--- config.mk ---
export PLATFORM = sky130hd
export DESIGN_NAME = regFile
export DESIGN_NICKNAME = d
export VERILOG_FILES = /design/src/design/regFile.sv
export VERILOG_INCLUDE_DIRS = /design/src /design/src/include
export SDC_FILE = /design/constraint.sdc
export NUM_CORES = 2
export LEC_CHECK = 0
export BUFFER_PORTS_ARGS = -buffer_cell sky130_fd_sc_hd__buf_2
export CAP_MARGIN = 20
export CORE_ASPECT_RATIO = 1.5
export CORE_MARGIN = 1.5
export CORE_UTILIZATION = 65
export DETAILED_ROUTE_END_ITERATION = 6
export HOLD_SLACK_MARGIN = 0.15
export PLACE_DENSITY = 0.82
export SKIP_LAST_GASP = 1
export SYNTH_ARGS = -nofsm -noshare
export SYNTH_HDL_FRONTEND = slang
export SYNTH_SLANG_ARGS = --single-unit
--- constraint.sdc ---
create_clock -name clk -period 4.4 [get_ports clk]
set_input_delay 0.44 -clock clk [delete_from_list [all_inputs] [get_ports clk]]
set_output_delay 0.44 -clock clk [all_outputs]
set_load 0.1 [all_outputs]
--- src/include/rvCore_config.svh ---
`ifndef RVCORE_CONFIG_SVH
`define RVCORE_CONFIG_SVH

////////////////////////////////////////
// Core sizing
////////////////////////////////////////
`define RV_XLEN 32
`define RV_REGS 32

// Data memory depth counted in 32-bit words, power of two
`define RV_DMEM_WORDS 256

`define RV_RESET_PC 32'h0000_0000

`endif

--- src/design/regFile.sv ---
`include "rvCore_config.svh"

module regFile (
    input  logic                clk,
    input  logic                arstN,
    input  logic [4:0]          rs1,
    input  logic [4:0]          rs2,
    output logic [`RV_XLEN-1:0] rdata1,
    output logic [`RV_XLEN-1:0] rdata2,
    input  logic                we,
    input  logic [4:0]          rd,
    input  logic [`RV_XLEN-1:0] wdata
);

    logic [`RV_XLEN-1:0] regs [`RV_REGS];

    // Combinational read, x0 stays at its reset value
    assign rdata1 = regs[rs1];
    assign rdata2 = regs[rs2];

    always_ff @(posedge clk or negedge arstN)
    begin
        if (!arstN)
        begin
            for (int i = 0; i < `RV_REGS; i++)
            begin
                regs[i] <= '0;
            end
        end
        else if (we && rd != 5'd0)              // Drop writes to x0
        begin
            regs[rd] <= wdata;
        end
    end

endmodule

* After elaboration in Yosys (flattened, before gate mapping)
Cells that the tools add are included.
Operators by class: magnitude comparators 4, muxes and demuxes 9, reduce and logical (&&, ||, !) cells 3, bitwise logic cells 3
Operators with widths (count):
- 1024-bit bitwise mux | 1
- 32-bit binary-select mux with 5-bit select | 2
- 32-bit demux with 5-bit select | 1
- 32-bit two-way mux | 5
- 6-bit greater-or-equal comparator, second input constant | 3
- 5-bit inverter with 6-bit output | 3
- 6-bit by 1-bit < comparator with 1-bit output, second input constant | 1
- 5-bit nonzero test | 1
- 1-bit logical AND | 2
Storage, ports and cells: input bits 50, register bits after elaboration 1024, logic and storage cells 51

* Logic depth before layout (Yosys ltp)
depth after elaboration 6, mapped depth 8, depth with buffers taken out 5

* Least setup slack after synthesis
Ideal clock, no wire load.
path kind input -> output, from input rs1[1], to output rdata1[23], slack 1.651 ns, buffers on the path 3, stages on the path 7, data arrival time 2.309 ns, path through buf_2 buf_2 buf_2 mux2i_1 a22oi_1 a31oi_1 nand3_1
Between the ends: cells in the longest elaborated chain, start to end 4
RTL lines:
- start, declared | line regFile.sv:6 | input logic [4:0] rs1,
- 5-bit inverter with 6-bit output (implied by the code) | line regFile.sv:18 | assign rdata1 = regs[rs1];
- 32-bit binary-select mux with 5-bit select | line regFile.sv:18
- 32-bit two-way mux (implied by the code) (2 in series) | line regFile.sv:18
- end, declared | line regFile.sv:8 | output logic [`RV_XLEN-1:0] rdata1,
Every way passes these cells. The select of a mux whose other input is x is not followed.

* Worst setup path after layout
from input rs1[1], to output rdata1[20]
The elaborated chain is that of the path after synthesis.

==> results_tabular.tex <==
\begin{tabular}{lr}
\hline
Metric & Value \\
\hline
\multicolumn{2}{l}{\textbf{Place}} \\
Routability cong. & between 0.8 and 0.9 \\
Placed cell count & approximately 5500 \\
DP Wirelength & 97.7 mm \\
Input/output buffers & $\sim$110 \\
\multicolumn{2}{l}{\textbf{Timing}} \\
Number of setup violations in the final report & 0 \\
Final Slew Violations & 0 \\
Maximum achievable frequency & about 0.3 GHz \\
Remaining max-slew budget at the tightest pin & a little under a fifth \\
Fin Setup TNS & 0 ns \\
Setup Skew & 0 ns \\
Setup repair after global routing missed its margin & no \\
Fin crit period & approximately 3.4 ns \\
Worst Max-Slew Pin Slew & $\sim$1.2 ns \\
Final number of hold-violating endpoints & 0 \\
Final clock period utilization by the worst path & 77.5\% \\
\multicolumn{2}{l}{\textbf{Clock tree}} \\
Max Buffers Root-to-Sink & 3 \\
H-tree depth & 3 \\
Clock tree root driver cell & clkbuf\_16 \\
Post-cts resize count & 0 \\
Total clock buffers created by CTS & between 90 and 100 \\
Clock latency reported for the late side of the worst-skew pair & approximately 0.7 ns \\
CTS tree & yes \\
Clock Sinks & roughly 1000 \\
Clock-pin slew reported for the worst setup and hold paths after clock tree synthesis & about 0.07 ns \\
\multicolumn{2}{l}{\textbf{Finish}} \\
Finished Core Util & between 70\% and 80\% \\
Area of the multi-input gates & roughly 28000 sq um \\
Top library cells by usage in the layout, fill and taps aside & mux2i\_1 (1024), dfrtp\_1 (1024), mux2\_2 (991) \\
Fraction of layout instances using a drive strength above 1 & around a third \\
Final Net Count & roughly 4500 \\
Layout-stage area growth over the synthesis result & 9.85\% \\
FILL cells & roughly 5800 \\
Top reg by flops & regs \\
Max reg flops & between 1000 and 1500 \\
Seq. cell area & about 26000 sq um \\
Final non-filler cell total & between 5000 and 6000 \\
Top flop regs & regs: 1024 flops \\
\multicolumn{2}{l}{\textbf{Drt}} \\
Final routed wirelength across all metal layers & roughly 170 mm \\
Detailed-route DRC error count & 0 \\
Total vias in the final route & 40373 \\
Vias per cell & around 7.1 \\
1st-iter DRT viols & around 4300 \\
Post-detailed-route wirelength per cell & 29.6 microns \\
Number of detailed-route iterations in the first pass & 6 \\
Post-route ant nets & 0 \\
\multicolumn{2}{l}{\textbf{Yosys}} \\
Average instance area after synthesis & 12.1 sq um \\
Synth warnings & 0 \\
XOR/XNOR share of the synthesized area & 0\% \\
Register area share after synthesis & between 40\% and 50\% \\
Simple-Gate Fraction of Synth Area & between 4 and 5\% \\
Synthesized net count & around 4700 \\
Complex-gate fraction of the synthesized area & roughly 7.1\% \\
Synthesized instance count & approximately 4600 \\
Adder and majority cell fraction of the synthesized area & 0\% \\
Combinational family with the most area after synthesis & multiplexers \\
Number of synthesized register bits & 1024 \\
Portion of netlist area occupied by mux cells & around two fifths \\
Yosys cell types & 27 \\
Combined area of all synthesized cells & around 56000 sq um \\
\multicolumn{2}{l}{\textbf{Setup path}} \\
Cell repeated most along the worst path & buf\_4 \\
Critical-path maximum fanout & 60 \\
Critical path buffer and inverter count & 4 \\
Required @ worst endpoint & 3.96 ns \\
Worst stage delay on the critical path & 0.46 ns \\
Sort of element at the start of the critical path & input port \\
Arrival @ worst endpoint & between 2 and 3 ns \\
Start-to-end type of the worst setup path & input port to output pin \\
Largest delay contributor family on the critical path & buffers and inverters \\
Category of the worst setup path capture point & output pin \\
Crit path cell chain & buf\_8 > buf\_4 > buf\_4 > mux2i\_1 > a22o\_1 > nor3\_1 > a31oi\_1 > nand3\_1 > buf\_12 \\
Cell with the largest stage delay on the worst path & buf\_4 \\
\multicolumn{2}{l}{\textbf{Status}} \\
Status & complete, no violations \\
\multicolumn{2}{l}{\textbf{Floorplanning}} \\
I/O pin total & $\sim$110 \\
Die Width & 242 microns \\
Floorplan die area & just under 90000 sq um \\
\# rows & roughly 130 \\
Initial Util & around 66\% \\
Placeable core region & $\sim$85000 sq um \\
Floorplan die height & between 300 and 400 microns \\
\multicolumn{2}{l}{\textbf{Global route}} \\
First-pass GRT wire length & 255 mm \\
Via count of the first global-routing pass & 41393 \\
Initial antenna violation count & 3 \\
Total GRT Usage & 38.4\% \\
Maximum number of pins on one net before global-route repair & $\sim$130 \\
Total congestion overflow & 0 \\
\multicolumn{2}{l}{\textbf{Hold path}} \\
Type of the worst min-delay path & input port to flop \\
\multicolumn{2}{l}{\textbf{Pwr}} \\
Static power due to leakage & approximately 29 nW \\
Power per unit of standard cell area & around 450 nW/um\^{}2 \\
Worst voltage drop across the vdd grid & about 0.37 mV \\
\multicolumn{2}{l}{\textbf{Job}} \\
Max-cap check violation count & 0 \\
\hline
\end{tabular}
layer usage:
metal / part of all wire, % / track usage, %
met1: 38 / 47.7
met2: 47 / 61.4
met3: 8.5 / 7.51
met4: 7.0 / 25.3
met5: 0.0095 / 0
final timing paths:
kind                            start         end  slack [ns]  cells past startpoint
setup / recovery               rs1[1]  rdata1[20]        0.99                      9
hold / removal              wdata[14]   regs[750]        0.35                      2
setup reg to reg            regs[379]   regs[379]        3.57                      1
hold reg to reg            regs[1004]  regs[1004]        0.40                      0
max in group asynchronous       arstN   regs[684]        2.80                      3
min in group asynchronous       arstN   regs[676]        0.39                      2
cell type report:
class                   count  area share [%]
multi-input cells        3105            45.8
diodes                      3          0.0123
well taps                1130            2.32
flip-flops and latches   1024            42.0
repair buffers            271            4.38
clock buffers             138            4.70
clock inverters            36           0.774
per-stage QoR:
step | total power (W) | hold WS, ns | worst slack, ns | instance area [sq um]
after global placement | 0.0183 | 0.385 | 1.05 | 57600
after detailed placement | 0.0187 | 0.391 | 1.04 | 57600
after CTS | 0.0275 | 0.324 | 1.02 | 60900
final | 0.0275 | 0.349 | 0.989 | 61000
after global routing | 0.0285 | 0.372 | 0.941 | 61000
after floorplan | 0.0169 | 0.144 | 1.65 | 55500
cell families (layout without fill, tap and decap cells):
logic type | after synthesis | after routing
AOI/OAI and AO/OA | 576 | 576
buffers and inverters | 477 | 445
other | 0 | 3
muxes | 2016 | 2016
and+or+nand+nor | 513 | 513
DFF | 1024 | 1024
Yosys cell counts:
library cell  instances  area, sq um
dfrtp_1            1024        25600
mux2i_1            1024        10200
mux2_2              991        11200
clkbuf_1            225          845
nand2_1             211          792
nand3_1             193          966
a21oi_1             192          961
a22oi_1             192         1440
buf_2               181          906
a22o_1              128         1120
nor3_1               65          325
a31oi_1              64          400
buf_4                46          345
buf_1                24         90.1
nor2_1               16         60.1
nand2b_1              5         31.3
nand3b_1              5         37.5
nor2b_1               4         25.0
and2_1                3         18.8
nor3b_1               3         22.5
and3b_1               2         17.5
nor3b_2               2         25.0
or2_2                 2         12.5
and3_1                1         6.26
clkbuf_2              1         5.00
mux2_1                1         11.3
nand4_1               1         6.26
timing repair:
action	CTS	global route
hold buffers	1	0
hold endpoints to repair	64	0
buffers inserted	0	0
power by group:
part | internal, W | leakage [nW] | switching (W)
clock | 0.00511 | 1.65 | 0.00374
sequential | 0.0112 | 13.1 | 0.00143
combinational | 0.00285 | 14.3 | 0.00318
Note: power is estimated with default switching activity, not from simulation.
