[src/include/rvCore_config.svh]
`ifndef RVCORE_CONFIG_SVH
`define RVCORE_CONFIG_SVH

////////////////////////////////////////
// Core sizing
////////////////////////////////////////
`define RV_XLEN 32
`define RV_REGS 32

// Data memory depth counted in 32-bit words, power of two
`define RV_DMEM_WORDS 256

`define RV_RESET_PC 32'h0000_0000

`endif

[src/design/rvPkg.sv]
`include "rvCore_config.svh"

package rvPkg;

    ////////////////////////////////////////
    // Encodings
    ////////////////////////////////////////
    typedef enum logic [6:0] {
        OP     = 7'b0110011,               // Register-register ALU
        OP_IMM = 7'b0010011,               // Register-immediate ALU
        LOAD   = 7'b0000011,
        STORE  = 7'b0100011,
        BRANCH = 7'b1100011,
        JAL    = 7'b1101111,
        JALR   = 7'b1100111
    } opcodeE;

    typedef enum logic [3:0] {
        ADD  = 4'b0000,
        SUB  = 4'b0001,
        AND  = 4'b0010,
        SLT  = 4'b0011,
        OR   = 4'b0100,
        SLTU = 4'b0101,
        XOR  = 4'b1000,
        SRL  = 4'b1001,
        SLL  = 4'b1010,
        SRA  = 4'b1100
    } aluOpE;

    typedef enum logic [1:0] {
        BYTE = 2'b00,
        HALF = 2'b01,
        WORD = 2'b10
    } memSizeE;

    typedef enum logic [2:0] {
        NONE = 3'd0,                       // Not a branch
        EQ   = 3'd1,
        NE   = 3'd2,
        LT   = 3'd3,
        GE   = 3'd4,
        LTU  = 3'd5,
        GEU  = 3'd6
    } branchKindE;

    ////////////////////////////////////////
    // Bundles
    ////////////////////////////////////////
    typedef struct packed {
        logic       regWrite;
        aluOpE      aluOp;
        logic       memRead;
        logic       memWrite;
        logic       memToReg;
        logic       aluSrcImm;              // Second operand is the immediate
        memSizeE    memSize;
        logic       loadUnsigned;
        branchKindE branchKind;
        logic       jump;                   // JAL or JALR
        logic       jumpReg;                // JALR only
    } ctrlT;

    typedef struct packed {
        logic                valid;
        logic [4:0]          rd;
        logic [`RV_XLEN-1:0] data;
    } wbT;

endpackage

[src/design/controlUnit.sv]
module controlUnit (
    input  logic [31:0] instr,
    output rvPkg::ctrlT ctrl
);

    localparam logic [6:0] f7Base = 7'b0000000;
    localparam logic [6:0] f7Alt  = 7'b0100000;    // SUB and SRA/SRAI

    rvPkg::opcodeE opcode;
    logic [2:0]    func3;
    logic [6:0]    func7;
    logic          isImm;
    rvPkg::aluOpE  aluSel;
    logic          aluLegal;

    assign opcode = rvPkg::opcodeE'(instr[6:0]);
    assign func3  = instr[14:12];
    assign func7  = instr[31:25];
    assign isImm  = (opcode == rvPkg::OP_IMM);

    ////////////////////////////////////////
    // ALU operation for OP and OP_IMM
    ////////////////////////////////////////
    always_comb
    begin
        case (func3)
            3'b000:  aluSel = (!isImm && func7 == f7Alt) ? rvPkg::SUB : rvPkg::ADD;
            3'b001:  aluSel = rvPkg::SLL;
            3'b010:  aluSel = rvPkg::SLT;
            3'b011:  aluSel = rvPkg::SLTU;
            3'b100:  aluSel = rvPkg::XOR;
            3'b101:  aluSel = (func7 == f7Alt) ? rvPkg::SRA : rvPkg::SRL;
            3'b110:  aluSel = rvPkg::OR;
            default: aluSel = rvPkg::AND;
        endcase
        if (isImm)                                  // func7 only matters for shifts
            aluLegal = (func3 == 3'b001) ? (func7 == f7Base) :
                       (func3 == 3'b101) ? (func7 == f7Base || func7 == f7Alt) : 1'b1;
        else
            aluLegal = (func7 == f7Base) ||
                       (func7 == f7Alt && (func3 == 3'b000 || func3 == 3'b101));
    end

    ////////////////////////////////////////
    // Main decode
    ////////////////////////////////////////
    always_comb
    begin
        ctrl = '0;                                  // Unknown encodings retire as no-ops
        case (opcode)
            rvPkg::OP, rvPkg::OP_IMM:
            begin
                ctrl.regWrite  = aluLegal;
                ctrl.aluOp     = aluSel;
                ctrl.aluSrcImm = isImm;
            end
            rvPkg::LOAD:
            begin
                if (func3 != 3'b011 && func3[1:0] != 2'b11 && func3 != 3'b110)
                begin
                    ctrl.regWrite     = 1'b1;
                    ctrl.memRead      = 1'b1;
                    ctrl.memToReg     = 1'b1;
                    ctrl.aluSrcImm    = 1'b1;
                    ctrl.memSize      = rvPkg::memSizeE'(func3[1:0]);
                    ctrl.loadUnsigned = func3[2];   // LBU, LHU
                end
            end
            rvPkg::STORE:
            begin
                if (!func3[2] && func3[1:0] != 2'b11)
                begin
                    ctrl.memWrite  = 1'b1;
                    ctrl.aluSrcImm = 1'b1;
                    ctrl.memSize   = rvPkg::memSizeE'(func3[1:0]);
                end
            end
            rvPkg::BRANCH:
            begin
                ctrl.aluOp = rvPkg::SUB;            // Compare rs1 against rs2
                case (func3)
                    3'b000:  ctrl.branchKind = rvPkg::EQ;
                    3'b001:  ctrl.branchKind = rvPkg::NE;
                    3'b100:  ctrl.branchKind = rvPkg::LT;
                    3'b101:  ctrl.branchKind = rvPkg::GE;
                    3'b110:  ctrl.branchKind = rvPkg::LTU;
                    3'b111:  ctrl.branchKind = rvPkg::GEU;
                    default: ctrl.branchKind = rvPkg::NONE;
                endcase
            end
            rvPkg::JAL:
            begin
                ctrl.regWrite = 1'b1;
                ctrl.jump     = 1'b1;
            end
            rvPkg::JALR:
            begin
                ctrl.regWrite  = (func3 == 3'b000);
                ctrl.aluSrcImm = 1'b1;              // Target is rs1 + imm
                ctrl.jump      = (func3 == 3'b000);
                ctrl.jumpReg   = (func3 == 3'b000);
            end
            default:
            begin
                ctrl = '0;
            end
        endcase
    end

endmodule

[config.mk]
export PLATFORM = sky130hd
export DESIGN_NAME = controlUnit
export DESIGN_NICKNAME = d
export VERILOG_FILES = /design/src/design/rvPkg.sv /design/src/design/controlUnit.sv
export VERILOG_INCLUDE_DIRS = /design/src /design/src/include
export SDC_FILE = /design/constraint.sdc
export NUM_CORES = 1
export LEC_CHECK = 0
export BUFFER_PORTS_ARGS = -buffer_cell sky130_fd_sc_hd__buf_4
export CAP_MARGIN = 20
export CORE_AREA = 2 2 39 41
export DETAILED_ROUTE_END_ITERATION = 16
export DIE_AREA = 0 0 41 43
export GPL_TIMING_DRIVEN = 0
export MAX_ROUTING_LAYER = met4
export PLACE_DENSITY = 0.7
export SYNTH_ARGS = -nofsm -noshare
export SYNTH_HDL_FRONTEND = slang
export SYNTH_SLANG_ARGS = --single-unit
[constraint.sdc]
create_clock -name vclk -period 2
set_input_delay 0.3 -clock vclk [all_inputs]
set_output_delay 0.3 -clock vclk [all_outputs]
set_load 0.01 [all_outputs]
# [Word level (Yosys, flattened, before mapping)]
# Index checks and enable logic that the tools add are counted.
[op_classes] eq_ne=18 reduce_logical=13 mux=22
[op_table] op="$pmux 4 s7" count=1
[op_table] op="$eq 7x6->1 const B" count=3
[op_table] op="$eq 7x7->1 const B" count=3
[op_table] op="$pmux 3 s6" count=1
[op_table] op="$eq 3x3->1 const B" count=4
[op_table] op="$mux 1" count=11
[op_table] op="$mux 3" count=3
[op_table] op="$pmux 1 s4" count=2
[op_table] op="$pmux 4 s2" count=1
[op_table] op="$eq 7x2->1 const B" count=1
[op_table] op="$eq 7x5->1 const B" count=1
[op_table] op="$logic_not 7->1" count=1
[op_table] op="$eq 3x2->1 const B" count=2
[op_table] op="$logic_and 1x1->1" count=5
[op_table] op="$mux 5" count=1
[op_table] op="$pmux 2 s2" count=1
[op_table] op="$eq 3x1->1 const B" count=1
[op_table] op="$logic_not 3->1" count=1
[op_table] op="$logic_or 1x1->1" count=3
[op_table] op="$ne 3x2->1 const B" count=1
[op_table] op="$ne 3x3->1 const B" count=1
[op_table] op="$logic_not 1->1" count=2
[op_table] op="$ne 2x2->1 const B" count=1
[op_table] op="$pmux 1 s2" count=1
[op_table] op="$reduce_or 2->1" count=1
[word_totals] register_bits=0 inputBits=32 word_cells=53 out_inout_bits=17

# [Logic depth before layout (Yosys ltp)]
[logic_depth] word_depth=6 depth_mapped=5 depth_no_buf=4

# [Worst setup path after synthesis]
# Ideal clock, no wire load.
[synth_path] kind="input-to-output" startpoint="in instr[26]" endpoint="out ctrl[12] (netlist name)" t_arrival_ns=1.563 n_path_buf=0 required_ns=1.700 setup_slack_ns=0.137 stages=4 path_cell_list="or4_4 nor4_2 a211oi_1 o31ai_1"
[synth_lines] item="start, declared" line_no="controlUnit.sv:2" source="input logic [31:0] instr,"
[synth_lines] item="end, declared" line_no="controlUnit.sv:3" source="output rvPkg::ctrlT ctrl"

==> metrics.txt <==
DR pass1 iterations 4; critical path, cell by cell buf_6, or4_4, nor4_4, a211oi_2, o31ai_1, buf_4; maximum vdd drop 0.0711 mV; Layout Nets 126; crit path launch type input port; die area 0.00176 mm2; initial antenna violation count 0; Starting DRT DRC Count 14; Psw 0.0380 mW; Antenna Nets Post-Route 0; Detailed Place HPWL 1.02 mm; worst rel slew slack 73.6%; layout cells sized above 1 43.5%; combinational share of power 100.0%; worst-margin pin slew 0.393 ns; worst endpoint required time 1.70 ns; largest net degree at the start of global routing 11; Area contributors post-synth nor2_1, nor3_1, a211oi_1, nor2b_1, o21ai_0; unrepaired setup endpoints after global routing true; Placed Cells 108; routed len/inst 11.4 um; antenna cells 0; status finished, violations left; Sw Share 49.2%; DR vias/cell 5.17; vias in the first global route 514; final setup violation count 2; LEAKAGE 0.290 nW; worst min path class in2out; Rows 14; # IOs 49; WS Path Type in2out; Final Power 0.0773 mW; Final Non-Filler Cells 108; via count 558; Final Hold Fails 0; Register Area 0 um2; Tmin final 2.05 ns; Internal Power 0.0393 mW; Remaining DRCs 0; Seq pwr share 0%; Final Cycle Share 103%; Pins Over Slew Limit 0; Clk pwr share 0%; core area 0.00138 mm2; Max-Cap Viols 0; Yosys top cell by area nor2_1; input/output buffers 33; synthesized netlist cell count 59; worst slack, placed -0.0523 ns; CLK BUF 0; Area Overhead vs Synth 84.8%; WL final 1.23 mm; Crit-path slowest cell or4_4; Avg Inst Size Synth 5.87 um2; CP top delay family simple AND/OR/NAND/NOR gates; syn nets 91; Syn. warnings 0; fill cell count 159; Die Wd 41 um; CP arrival 1.75 ns; final worst setup slack -0.0519 ns; routability congestion estimate 0.860; Initial Utilization 25.0%; Hold Buf Count CTS 0; Synth cell types 28; failing checks negative setup slack; crit end category output pin; Post-CTS Setup Inserts 0; worst-path maximum fanout 3; post-synthesis sequential area ratio 0%; grt ovf 0; Pwr Density 121 mW/mm2; share of the synthesized area in the top cell type 9.75%; FFs & Latches 0; WP buf/inv 2; height of the die 43 um; post-synthesis cell area 347 um2; fin util 46.3%; GRT Util Overall 14.9%; max incr delay on CP 0.56 ns; first-pass GRT wire length 1.95 mm; Max Fclk 0.487 GHz
-- routing by layer --
layer	GRT usage [%]	vias up	wire, um
li1	-	290	-
met1	18.7	247	507
met2	26.9	21	634
met3	0	0	88
met4	0.667	0	0
met5	-	-	0
-- cell type report --
class / count / area [um2] / area share [%]
tap: 16 / 20.0 / 3.13
multi-input combinational: 53 / 339 / 52.9
buffer: 4 / 18.8 / 2.93
timing repair buffer: 33 / 255 / 39.8
inverter: 2 / 7.51 / 1.17
-- kinds of logic after synthesis --
family,synth area share (%)
compound gates,31.4
buf+inv,7.58
simple gates,61.0
-- final timing paths --
| check | slack, ns | end | cells after the start | start |
|---|---|---|---|---|
| setup / recovery | -0.05 | ctrl[12] | 6 | instr[26] |
| hold / removal | 0.89 | ctrl[0] | 3 | instr[3] |
-- cell usage after synthesis --
master,number
a222oi_1,1
nand2b_1,1
nand4_1,2
o311a_1,1
nor2b_1,4
nor4b_1,1
or2b_2,1
clkbuf_1,3
and3_1,1
or4_4,1
or3_1,2
nor3_1,6
nand3_1,1
o21ba_2,1
inv_1,2
buf_4,1
and4_1,1
and3b_1,1
and2_1,1
nand2_1,4
nor4_2,1
a31oi_1,1
a21oi_1,2
o21ai_1,1
a211oi_1,4
o21ai_0,4
o31ai_1,1
nor2_1,9
-- layout by cell type, fill, tap and decap left out, types with 2 or more instances in the layout --
| cell | netlist | layout |
|---|---|---|
| a211oi_1 | 4 | 3 |
| a21oi_1 | 2 | 2 |
| buf_4 | 1 | 32 |
| buf_6 | 0 | 2 |
| clkbuf_1 | 3 | 3 |
| inv_1 | 2 | 2 |
| nand2_1 | 4 | 4 |
| nand4_1 | 2 | 2 |
| nor2_1 | 9 | 9 |
| nor2b_1 | 4 | 4 |
| nor3_1 | 6 | 5 |
| o21ai_0 | 4 | 4 |
| or3_1 | 2 | 2 |
-- repair_timing --
action,CTS,global route
cloned,0,0
pin swaps,1,2
setup endpoints to repair,2,3
resized for setup,2,3
-- power groups by stage --
| stage | combinational, mW | clock, mW | sequential [mW] |
|---|---|---|---|
| after CTS | 0.0750 | 0 | 0 |
| after global placement | 0.0714 | 0 | 0 |
| after global routing | 0.0858 | 0 | 0 |
| after floorplan | 0.0346 | 0 | 0 |
| final | 0.0773 | 0 | 0 |
| after detailed placement | 0.0727 | 0 | 0 |
-- per-stage QoR --
stage / setup TNS, ns / hold slack, ns / instance area, um2
floorplan: 0 / 0.654 / 347
global placement: -0.0834 / 0.887 / 614
detailed placement: -0.0759 / 0.887 / 614
CTS: -0.0843 / 0.887 / 628
global route: -0.254 / 0.905 / 641
finish: -0.0568 / 0.886 / 641
No activity file was read; power rests on OpenSTA's default activity.
