--- config.mk ---
export PLATFORM = sky130hd
export DESIGN_NAME = immGen
export DESIGN_NICKNAME = d
export VERILOG_FILES = /design/src/design/rvPkg.sv /design/src/design/immGen.sv
export VERILOG_INCLUDE_DIRS = /design/src /design/src/include
export SDC_FILE = /design/constraint.sdc
export NUM_CORES = 1
export LEC_CHECK = 0
export BUFFER_PORTS_ARGS = -buffer_cell sky130_fd_sc_hd__buf_2
export CORE_MARGIN = 5
export CORE_UTILIZATION = 33
export DETAILED_ROUTE_END_ITERATION = 6
export PLACE_DENSITY = 0.88
export SLEW_MARGIN = 30
export SYNTH_ARGS = -nofsm -noshare
export SYNTH_HDL_FRONTEND = slang
export SYNTH_SLANG_ARGS = --single-unit
export TNS_END_PERCENT = 5
--- constraint.sdc ---
create_clock -name vclk -period 2.42
set_input_delay 0.242 -clock vclk [all_inputs]
set_output_delay 0.242 -clock vclk [all_outputs]
set_load 0.1 [all_outputs]
--- src/include/rvCore_config.svh ---
`ifndef RVCORE_CONFIG_SVH
`define RVCORE_CONFIG_SVH

////////////////////////////////////////
// Core sizing
////////////////////////////////////////
`define RV_XLEN 32
`define RV_REGS 32

// Data memory depth counted in 32-bit words, power of two
`define RV_DMEM_WORDS 256

`define RV_RESET_PC 32'h0000_0000

`endif

--- src/design/rvPkg.sv ---
`include "rvCore_config.svh"

package rvPkg;

    ////////////////////////////////////////
    // Encodings
    ////////////////////////////////////////
    typedef enum logic [6:0] {
        OP     = 7'b0110011,               // Register-register ALU
        OP_IMM = 7'b0010011,               // Register-immediate ALU
        LOAD   = 7'b0000011,
        STORE  = 7'b0100011,
        BRANCH = 7'b1100011,
        JAL    = 7'b1101111,
        JALR   = 7'b1100111
    } opcodeE;

    typedef enum logic [3:0] {
        ADD  = 4'b0000,
        SUB  = 4'b0001,
        AND  = 4'b0010,
        SLT  = 4'b0011,
        OR   = 4'b0100,
        SLTU = 4'b0101,
        XOR  = 4'b1000,
        SRL  = 4'b1001,
        SLL  = 4'b1010,
        SRA  = 4'b1100
    } aluOpE;

    typedef enum logic [1:0] {
        BYTE = 2'b00,
        HALF = 2'b01,
        WORD = 2'b10
    } memSizeE;

    typedef enum logic [2:0] {
        NONE = 3'd0,                       // Not a branch
        EQ   = 3'd1,
        NE   = 3'd2,
        LT   = 3'd3,
        GE   = 3'd4,
        LTU  = 3'd5,
        GEU  = 3'd6
    } branchKindE;

    ////////////////////////////////////////
    // Bundles
    ////////////////////////////////////////
    typedef struct packed {
        logic       regWrite;
        aluOpE      aluOp;
        logic       memRead;
        logic       memWrite;
        logic       memToReg;
        logic       aluSrcImm;              // Second operand is the immediate
        memSizeE    memSize;
        logic       loadUnsigned;
        branchKindE branchKind;
        logic       jump;                   // JAL or JALR
        logic       jumpReg;                // JALR only
    } ctrlT;

    typedef struct packed {
        logic                valid;
        logic [4:0]          rd;
        logic [`RV_XLEN-1:0] data;
    } wbT;

endpackage

--- src/design/immGen.sv ---
`include "rvCore_config.svh"

module immGen (
    input  logic [31:0]         instr,
    output logic [`RV_XLEN-1:0] imm
);

    rvPkg::opcodeE opcode;
    logic          sign;

    assign opcode = rvPkg::opcodeE'(instr[6:0]);
    assign sign   = instr[31];

    always_comb
    begin
        case (opcode)
            rvPkg::OP_IMM, rvPkg::LOAD, rvPkg::JALR:
            begin
                imm = {{(`RV_XLEN-12){sign}}, instr[31:20]};                        // I
            end
            rvPkg::STORE:
            begin
                imm = {{(`RV_XLEN-12){sign}}, instr[31:25], instr[11:7]};           // S
            end
            rvPkg::BRANCH:
            begin
                imm = {{(`RV_XLEN-13){sign}}, instr[31], instr[7],
                       instr[30:25], instr[11:8], 1'b0};                             // B
            end
            rvPkg::JAL:
            begin
                imm = {{(`RV_XLEN-21){sign}}, instr[31], instr[19:12],
                       instr[20], instr[30:21], 1'b0};                               // J
            end
            default:
            begin
                imm = '0;                       // OP has no immediate
            end
        endcase
    end

endmodule

== Word level (Yosys, flattened, before mapping) ==
Index checks and enable logic that the tools add are counted.

* Flip-flop bits (word level): 0
* Output and inout port bits: 32
* Word-level logic and storage cells: 8

* Equality and inequality tests: 6
* Muxes and demuxes: 1
* Reduce and logical (&&, ||, !) cells: 1

{| class="wikitable"
|+ Operators with widths
! kind !! count
|-
| case mux 32 bit (4 select lines) || 1
|-
| equality test 7 bit, second input constant || 3
|-
| equality test 7 x 2 -> 1 bit, second input constant || 1
|-
| equality test 7 x 5 -> 1 bit, second input constant || 1
|-
| equality test 7 x 6 -> 1 bit, second input constant || 1
|-
| OR reduction 3 bit || 1
|}

== Depth between registers and ports, before layout ==
Gate-level depths: netlist of run 1.

* Word-level depth: 3
* Mapped depth: 5

== Worst setup path after synthesis of run 1 ==
Ideal clock, no wire load.

* Kind: in2out
* Start point: input port instr[6]
* End point: output port imm[21]
* Arrival time: 4,401 ps
* Data required time: 2,178 ps
* Setup slack: -2,223 ps
* Cell stages on the path: 5
* Buffers on the path: 3
* Cells stage by stage: buf_6 > or4_4 > buf_6 > a211oi_1 > buf_4

* Cells in the longest elaborated chain, start to end: 3
* Elaborated cells on any way between the ends: 8
* Those cells by class: 6 x eq/ne; 1 x mux; 1 x reduce/logical

{| class="wikitable"
|+ Ends and longest elaborated chain
! element !! RTL line !! text
|-
| from (decl) || immGen.sv:4 || <nowiki>input logic [31:0] instr,</nowiki>
|-
| equality test 7 x 5 -> 1 bit, or another cell as far along || immGen.sv:16 || <nowiki>case (opcode)</nowiki>
|-
| OR reduction 3 bit || immGen.sv:16 ||
|-
| case mux 32 bit (4 select lines) (*) || immGen.sv:16 ||
|-
| to (decl) || immGen.sv:5 || <nowiki>output logic [`RV_XLEN-1:0] imm</nowiki>
|}

Mark *: on every way between the ends. The rest lies on a longest branch, timed or not.

== Worst setup path after layout of run 1 ==
* Start point: input port instr[2]
* End point: output port imm[3]

Same word-level chain as after synthesis.

==> flow_summary.yaml, run 1 <==
pwr:
  finalPower_uw: 151
  power_frac_comb_pct: 100.0
  power_leakage_nw: 0.542
  seqPwrFrac_pct: 0
  netSwitchingFraction_pct: 68.3
  switchingPower_uw: 103
  power.share.clock_pct: 0
  p_int_uw: 47.9
  ir_worst_vdd_v: 0.0000837
  p_per_area_nw_per_um2: 157
worst_setup_path:
  cp-start-kind: "input port"
  cp_common_cell: "buf_2"
  slowest_stage: "nor3_1"
  path_cells: "buf_2 -> or2_2 -> nor3_1 -> a22o_2 -> buf_2"
  crit_required_ns: 2.18
  cp_max_fo: 7
  path_delay_family: "simple AND/OR/NAND/NOR gates"
  cp_num_buf_inv: 2
  arrival_ns: 1.91
  critPathKind: "in -> out"
  max_stage_delay_ns: 0.52
  path_depth: 5
  critPathLaunch: "instr[2]"
  end_kind: "primary output"
routing:
  routed_via_density: 5.27
  vias: 675
  antenna_left: 0
  drt-initial-drc-count: 5
  drcViolationCount: 0
  wl_per_cell_microns: 14.3
  drtPass1Iterations: 4
  routed_wl_mm: 1.83
synthesis:
  syn_inst: 61
  syn_area_sq_um: 472
  synth_cell_type_count: 25
  syn_nets: 93
  ys.warnings.count: 0
  yosysSeqAreaShare_pct: 0
  avgSynthCellArea_sq_um: 7.73
layout:
  drive_above_1_share_pct: 74.3
  diodes: 0
  instances_no_fill: 128
  n_clock_buffer: 0
  seq_cell_count: 0
  layout.area.seq_sq_um: 0
  area_growth_pct: 105
  nets: 147
  final_common_cell: "buf_2"
  most-common-layout-cells: "buf_2 (51), buf_12 (14), a21o_1 (9), inv_1 (8), a211oi_2 (6)"
timing:
  final.setup.tns_ns: 0
  holdWs_ns: 0.954
  slew_viol_final: 0
  finalSetupViolations: 0
  slew_headroom_pct: 56.1
  min_period_ns: 2.15
  setup_ws_ns: 0.273
  min_period_over_period_pct: 88.7
  rsz0062_at_grt: "false"
  hold_violations: 0
  clock.fmax_mhz: 466
  worstMarginPinSlew_ns: 0.653
global_routing:
  grt_pass1_wl_mm: 2.39
  antenna_found_initial: 0
  grt_max_degree: 13
  grt_pass1_vias: 600
  grt_use_total_pct: 13.8
  grt_overflow: 0
floorplan:
  die_height_microns: 47.8
  io_pins: 64
  placeableCoreArea_sq_um: 1330
  row_count: 13
  dieArea_sq_um: 2290
  start_util_pct: 35.4
  fp.dieW_microns: 47.8
placement:
  numPlacedInstances: 128
  post-place-ws_ns: 0.344
  place_congestion: 0.781
  io_buffers: 64
  dpl.hpwl_mm: 1.62
hold_path:
  holdCritPathClass: "in -> out"
  min_path_cells: 4
  hold_end: "imm[10]"
  hold_path.startpoint: "instr[30]"
clock_tree:
  cts_resized: 0
  cts_hold_buf: 0
  post-cts-setup-buffer-count: 0
flow_run:
  cap_violations: 0
status:
  status: "complete, no violations"
power groups by stage:
stage	registers, mW	clock network, mW	logic (mW)
after floorplan	0	0	0.102
after CTS	0	0	0.151
after global routing	0	0	0.157
after detailed placement	0	0	0.151
final	0	0	0.151
after global placement	0	0	0.147
synthesized netlist by cell type:
| cell | number | area, sq um |
|---|---|---|
| a21oi_4 | 1 | 16.3 |
| or2_2 | 1 | 6.26 |
| a21o_1 | 9 | 67.6 |
| or3_2 | 1 | 7.51 |
| mux2i_1 | 1 | 10.0 |
| nor4_1 | 1 | 6.26 |
| a211oi_1 | 7 | 52.6 |
| nand2_1 | 2 | 7.51 |
| inv_1 | 8 | 30.0 |
| or4_4 | 1 | 11.3 |
| buf_4 | 11 | 82.6 |
| buf_2 | 1 | 5.00 |
| nor3_1 | 1 | 5.00 |
| nor3_2 | 1 | 10.0 |
| a32o_1 | 1 | 10.0 |
| nand4b_1 | 1 | 8.76 |
| a22o_2 | 4 | 40.0 |
| a2111oi_4 | 1 | 27.5 |
| a21oi_1 | 1 | 5.00 |
| nand3_1 | 1 | 5.00 |
| a221o_1 | 1 | 10.0 |
| mux2_2 | 1 | 11.3 |
| nand3b_1 | 1 | 7.51 |
| buf_6 | 2 | 22.5 |
| nand2b_1 | 1 | 6.26 |
cell type report:
class / count / area, sq um
Multi-Input combinational cell: 39 / 374
Tap cell: 15 / 18.8
Fill cell: 98 / 368
Timing Repair Buffer: 66 / 543
Inverter: 8 / 30.0
cell families (layout without fill, tap and decap cells):
kind of cell	after synthesis	in the layout	share of synthesized area (%)
compound gates	25	25	48.5
buf+inv	22	74	29.7
mux	2	2	4.51
simple gates	12	12	17.2
worst max path at each step:
stage | to | slack (ns)
global route | imm[4] | 0.24
finish | imm[3] | 0.27
global placement | imm[1] | 0.40
detailed placement | imm[2] | 0.34
floorplan | imm[21] | -0.38
CTS | imm[2] | 0.34
through the flow:
step / cell area, sq um / utilization [%]
after floorplan: 514 / -
after global placement: 966 / 72.4
after detailed placement: 966 / 72.4
after CTS: 966 / 72.4
after global routing: 966 / 72.4
final: 966 / 72.4
metal layers:
metal | part of all wire, % | global-route usage, %
met1 | 33 | 13.8
met2 | 49 | 26.9
met3 | 16 | 4.14
met4 | 2.1 | 3.76
met5 | 0 | 0
Power figures use the tool's default switching activity.
==> run 2: changes to the inputs <==
- clock period: 2.42 -> 2.3 ns (I/O delays scaled with it)
==> run 2 against run 1 <==
  * Hold slack got worse by 0.10 ns
  * Design area increased by 20%
  * Sequential share of layout area unchanged
  * Critical path type unchanged
  * Die area unchanged
  * Critical path depth unchanged
  * Routed wire length increased by 18%
==> flow_summary.yaml, run 2 (synthesized netlist as in run 1, its figures left out) <==
routing:
  vias: 708
  antenna_left: 0
  routed_wl_mm: 2.16
  drtPass1Iterations: 3
  routed_via_density: 5.53
  drcViolationCount: 0
  wl_per_cell_microns: 16.9
  drt-initial-drc-count: 16
pwr:
  switchingPower_uw: 112
  power.share.clock_pct: 0
  power_frac_comb_pct: 100.0
  finalPower_uw: 176
  p_per_area_nw_per_um2: 151
  power_leakage_nw: 0.576
  p_int_uw: 63.1
  ir_worst_vdd_v: 0.0000965
  seqPwrFrac_pct: 0
  netSwitchingFraction_pct: 64.1
timing:
  rsz0062_at_grt: "false"
  slew_headroom_pct: 65.0
  slew_viol_final: 0
  worstMarginPinSlew_ns: 0.521
  clock.fmax_mhz: 500
  hold_violations: 0
  finalSetupViolations: 0
  min_period_ns: 2.00
  min_period_over_period_pct: 87.0
flow_run:
  cap_violations: 0
clock_tree:
  post-cts-setup-buffer-count: 0
  cts_resized: 0
  cts_hold_buf: 0
global_routing:
  grt_overflow: 0
  grt_max_degree: 13
  grt_pass1_wl_mm: 3.34
  grt_pass1_vias: 780
  antenna_found_initial: 0
  grt_use_total_pct: 19.9
worst_setup_path:
  cp_common_cell: "buf_2"
  critPathLaunch: "instr[2]"
  crit_required_ns: 2.07
  crit_path_end: "imm[10]"
  cp_num_buf_inv: 2
  path_cells: "buf_2 -> or2_2 -> a21o_1 -> a211oi_2 -> buf_2"
  critPathKind: "in -> out"
  slowest_stage: "buf_2"
  max_stage_delay_ns: 0.46
  end_kind: "primary output"
  cp_max_fo: 7
  path_delay_family: "compound AO/OA/AOI/OAI gates"
  arrival_ns: 1.77
  path_depth: 5
  cp-start-kind: "input port"
floorplan:
  io_pins: 64
  fp.dieW_microns: 47.8
  start_util_pct: 35.4
  placeableCoreArea_sq_um: 1330
  dieArea_sq_um: 2290
  die_height_microns: 47.8
  row_count: 13
status:
  status: "complete, no violations"
placement:
  place_congestion: 0.825
  numPlacedInstances: 128
  dpl.hpwl_mm: 1.97
  io_buffers: 64
  place_area_sq_um: 1160
layout:
  instances_no_fill: 128
  final_common_cell: "buf_2"
  area_growth_pct: 146
  most-common-layout-cells: "buf_2 (38), buf_12 (27), a21o_1 (9), inv_1 (8), a211oi_2 (6)"
  seq_cell_count: 0
  diodes: 0
  fillers: 70
  stdcell_area_sq_um: 1160
  nets: 147
  n_clock_buffer: 0
  layout.area.seq_sq_um: 0
  drive_above_1_share_pct: 74.3
hold_path:
  holdCritPathClass: "in -> out"
[run 2: cell counts in the layout (fill, tap and decap cells not counted)]
No cell type changed its count.
[run 2: layer usage]
metal | track usage (%) | up-vias | share of wire [%]
met5 | 0 | - | 0
met4 | 7.53 | 0 | 3.7
met3 | 6.02 | 8 | 12
met2 | 40.4 | 53 | 55
met1 | 17.8 | 325 | 29
li1 | - | 322 | -
[run 2: worst min-delay path by stage]
stage	cells after the start	slack, ns	end	from
3_3_place_gp	3	0.85	imm[18]	instr[18]
4_1_cts	3	0.85	imm[2]	instr[22]
5_1_grt	3	0.87	imm[2]	instr[22]
2_1_floorplan	2	0.70	imm[10]	instr[30]
6_report	3	0.85	imm[2]	instr[22]
3_5_place_dp	3	0.85	imm[2]	instr[22]
[run 2: area by class of cell]
type	instances	area, sq um	share of cell area, %
repair buffers	66	738	63.6
multi-input cells	39	374	32.2
inverters	8	30.0	2.59
well taps	15	18.8	1.62
[run 2: power by group through the flow]
stage                     sequential [mW]  clock, mW  combinational, mW
after CTS                               0          0              0.176
after global routing                    0          0              0.183
after floorplan                         0          0              0.107
after detailed placement                0          0              0.175
final                                   0          0              0.176
after global placement                  0          0              0.170
[run 2: metrics by stage]
stage / worst slack [ns] / utilization, % / setup TNS, ns / hold WS, ns
6_report: 0.300 / 87.1 / 0 / 0.853
5_1_grt: 0.259 / 87.1 / 0 / 0.866
4_1_cts: 0.294 / 87.1 / 0 / 0.854
3_5_place_dp: 0.307 / 87.1 / 0 / 0.854
3_3_place_gp: 0.361 / 87.1 / 0 / 0.849
2_1_floorplan: -0.477 / - / -6.52 / 0.703
==> run 3: changes to the inputs <==
==> constraint.sdc (replaced) <==
create_clock -name vclk -period 2.3
set_input_delay 0.23 -clock vclk [all_inputs]
set_output_delay 0.23 -clock vclk [all_outputs]
set_load 0.01 [all_outputs]
==> run 3 against run 2 <==
  * Critical endpoint is now imm[21]
  * Setup slack improved by 0.10 ns
  * Combinational power fell by 56%
  * Total power fell by 56%
  * Critical path type unchanged
==> flow_summary.yaml, run 3 (synthesized netlist as in run 1, its figures left out) <==
placement:
  numPlacedInstances: 126
  dpl.hpwl_mm: 1.46
  io_buffers: 64
  place_congestion: 0.843
layout:
  drive_above_1_share_pct: 68.5
  instances_no_fill: 126
  layout.area.seq_sq_um: 0
  diodes: 0
  most-common-layout-cells: "buf_2 (64), a21o_1 (9), inv_1 (8), a211oi_1 (6), a22o_2 (4)"
  seq_cell_count: 0
  nets: 145
  area_growth_pct: 49.6
  final_common_cell: "buf_2"
  n_clock_buffer: 0
worst_setup_path:
  end_kind: "primary output"
  cp_max_fo: 12
  crit_required_ns: 2.07
  arrival_ns: 1.67
  cp-start-kind: "input port"
  critPathKind: "in -> out"
floorplan:
  io_pins: 64
  start_util_pct: 35.4
  placeableCoreArea_sq_um: 1330
  dieArea_sq_um: 2290
  row_count: 13
  die_height_microns: 47.8
  fp.dieW_microns: 47.8
global_routing:
  grt_use_total_pct: 12.6
  grt_overflow: 0
  antenna_found_initial: 0
  grt_pass1_wl_mm: 2.21
  grt_max_degree: 13
  grt_pass1_vias: 586
timing:
  slew_headroom_pct: 65.0
  hold_violations: 0
  min_period_ns: 1.90
  worstMarginPinSlew_ns: 0.521
  finalSetupViolations: 0
  final.setup.tns_ns: 0
  rsz0062_at_grt: "false"
  clock.fmax_mhz: 528
  slew_viol_final: 0
  min_period_over_period_pct: 82.4
routing:
  drt-initial-drc-count: 2
  wl_per_cell_microns: 12.8
  antenna_left: 0
  vias: 642
  routed_wl_mm: 1.62
  drcViolationCount: 0
  drtPass1Iterations: 3
  routed_via_density: 5.10
clock_tree:
  cts_resized: 0
  post-cts-setup-buffer-count: 0
  cts_hold_buf: 0
pwr:
  p_per_area_nw_per_um2: 110
  power_leakage_nw: 0.492
  ir_worst_vdd_v: 0.0000714
hold_path:
  holdCritPathClass: "in -> out"
flow_run:
  cap_violations: 0
status:
  status: "complete, no violations"
==> run 3: critical path, cell delays in order <==
cell,delay [ns]
buf_2,0.14
or2_2,0.30
a21o_1,0.26
a211oi_2,0.50
buf_2,0.23
==> run 3: final cells by class <==
class | instances | area (sq um)
multi-input combinational | 39 | 337
tap | 15 | 18.8
fill | 141 | 628
inverter | 8 | 30.0
timing repair buffer | 64 | 320
==> run 3: where the power goes <==
group	internal [mW]	total (mW)	leakage (nW)	switching [mW]
logic	0.0374	0.0774	0.492	0.0400
clock network	0	0	0	0
registers	0	0	0	0
total	0.0374	0.0774	0.492	0.0400
==> run 3: layer usage <==
metal / track usage (%) / share of wire, % / vias to the layer above
met5: 0 / 0 / -
met1: 14.3 / 35 / 281
met2: 26.1 / 51 / 43
li1: - / - / 318
met3: 1.13 / 15 / 0
met4: 0 / 0 / 0
==> run 3: path summary, 6_finish.rpt <==
path / cells past startpoint / startpoint / end / slack [ns]
setup / recovery: 5 / instr[2] / imm[21] / 0.40
hold / removal: 3 / instr[12] / imm[12] / 0.74
==> run 3: stage by stage <==
stage,setup slack [ns],utilization [%],instance area [sq um],power [mW],hold WS [ns]
3_5_place_dp,0.385,52.9,706,0.0776,0.743
4_1_cts,0.380,52.9,706,0.0778,0.743
6_report,0.405,52.9,706,0.0774,0.739
3_3_place_gp,0.441,52.9,706,0.0754,0.741
2_1_floorplan,0.280,-,477,0.0416,0.551
5_1_grt,0.233,52.9,706,0.0853,0.762
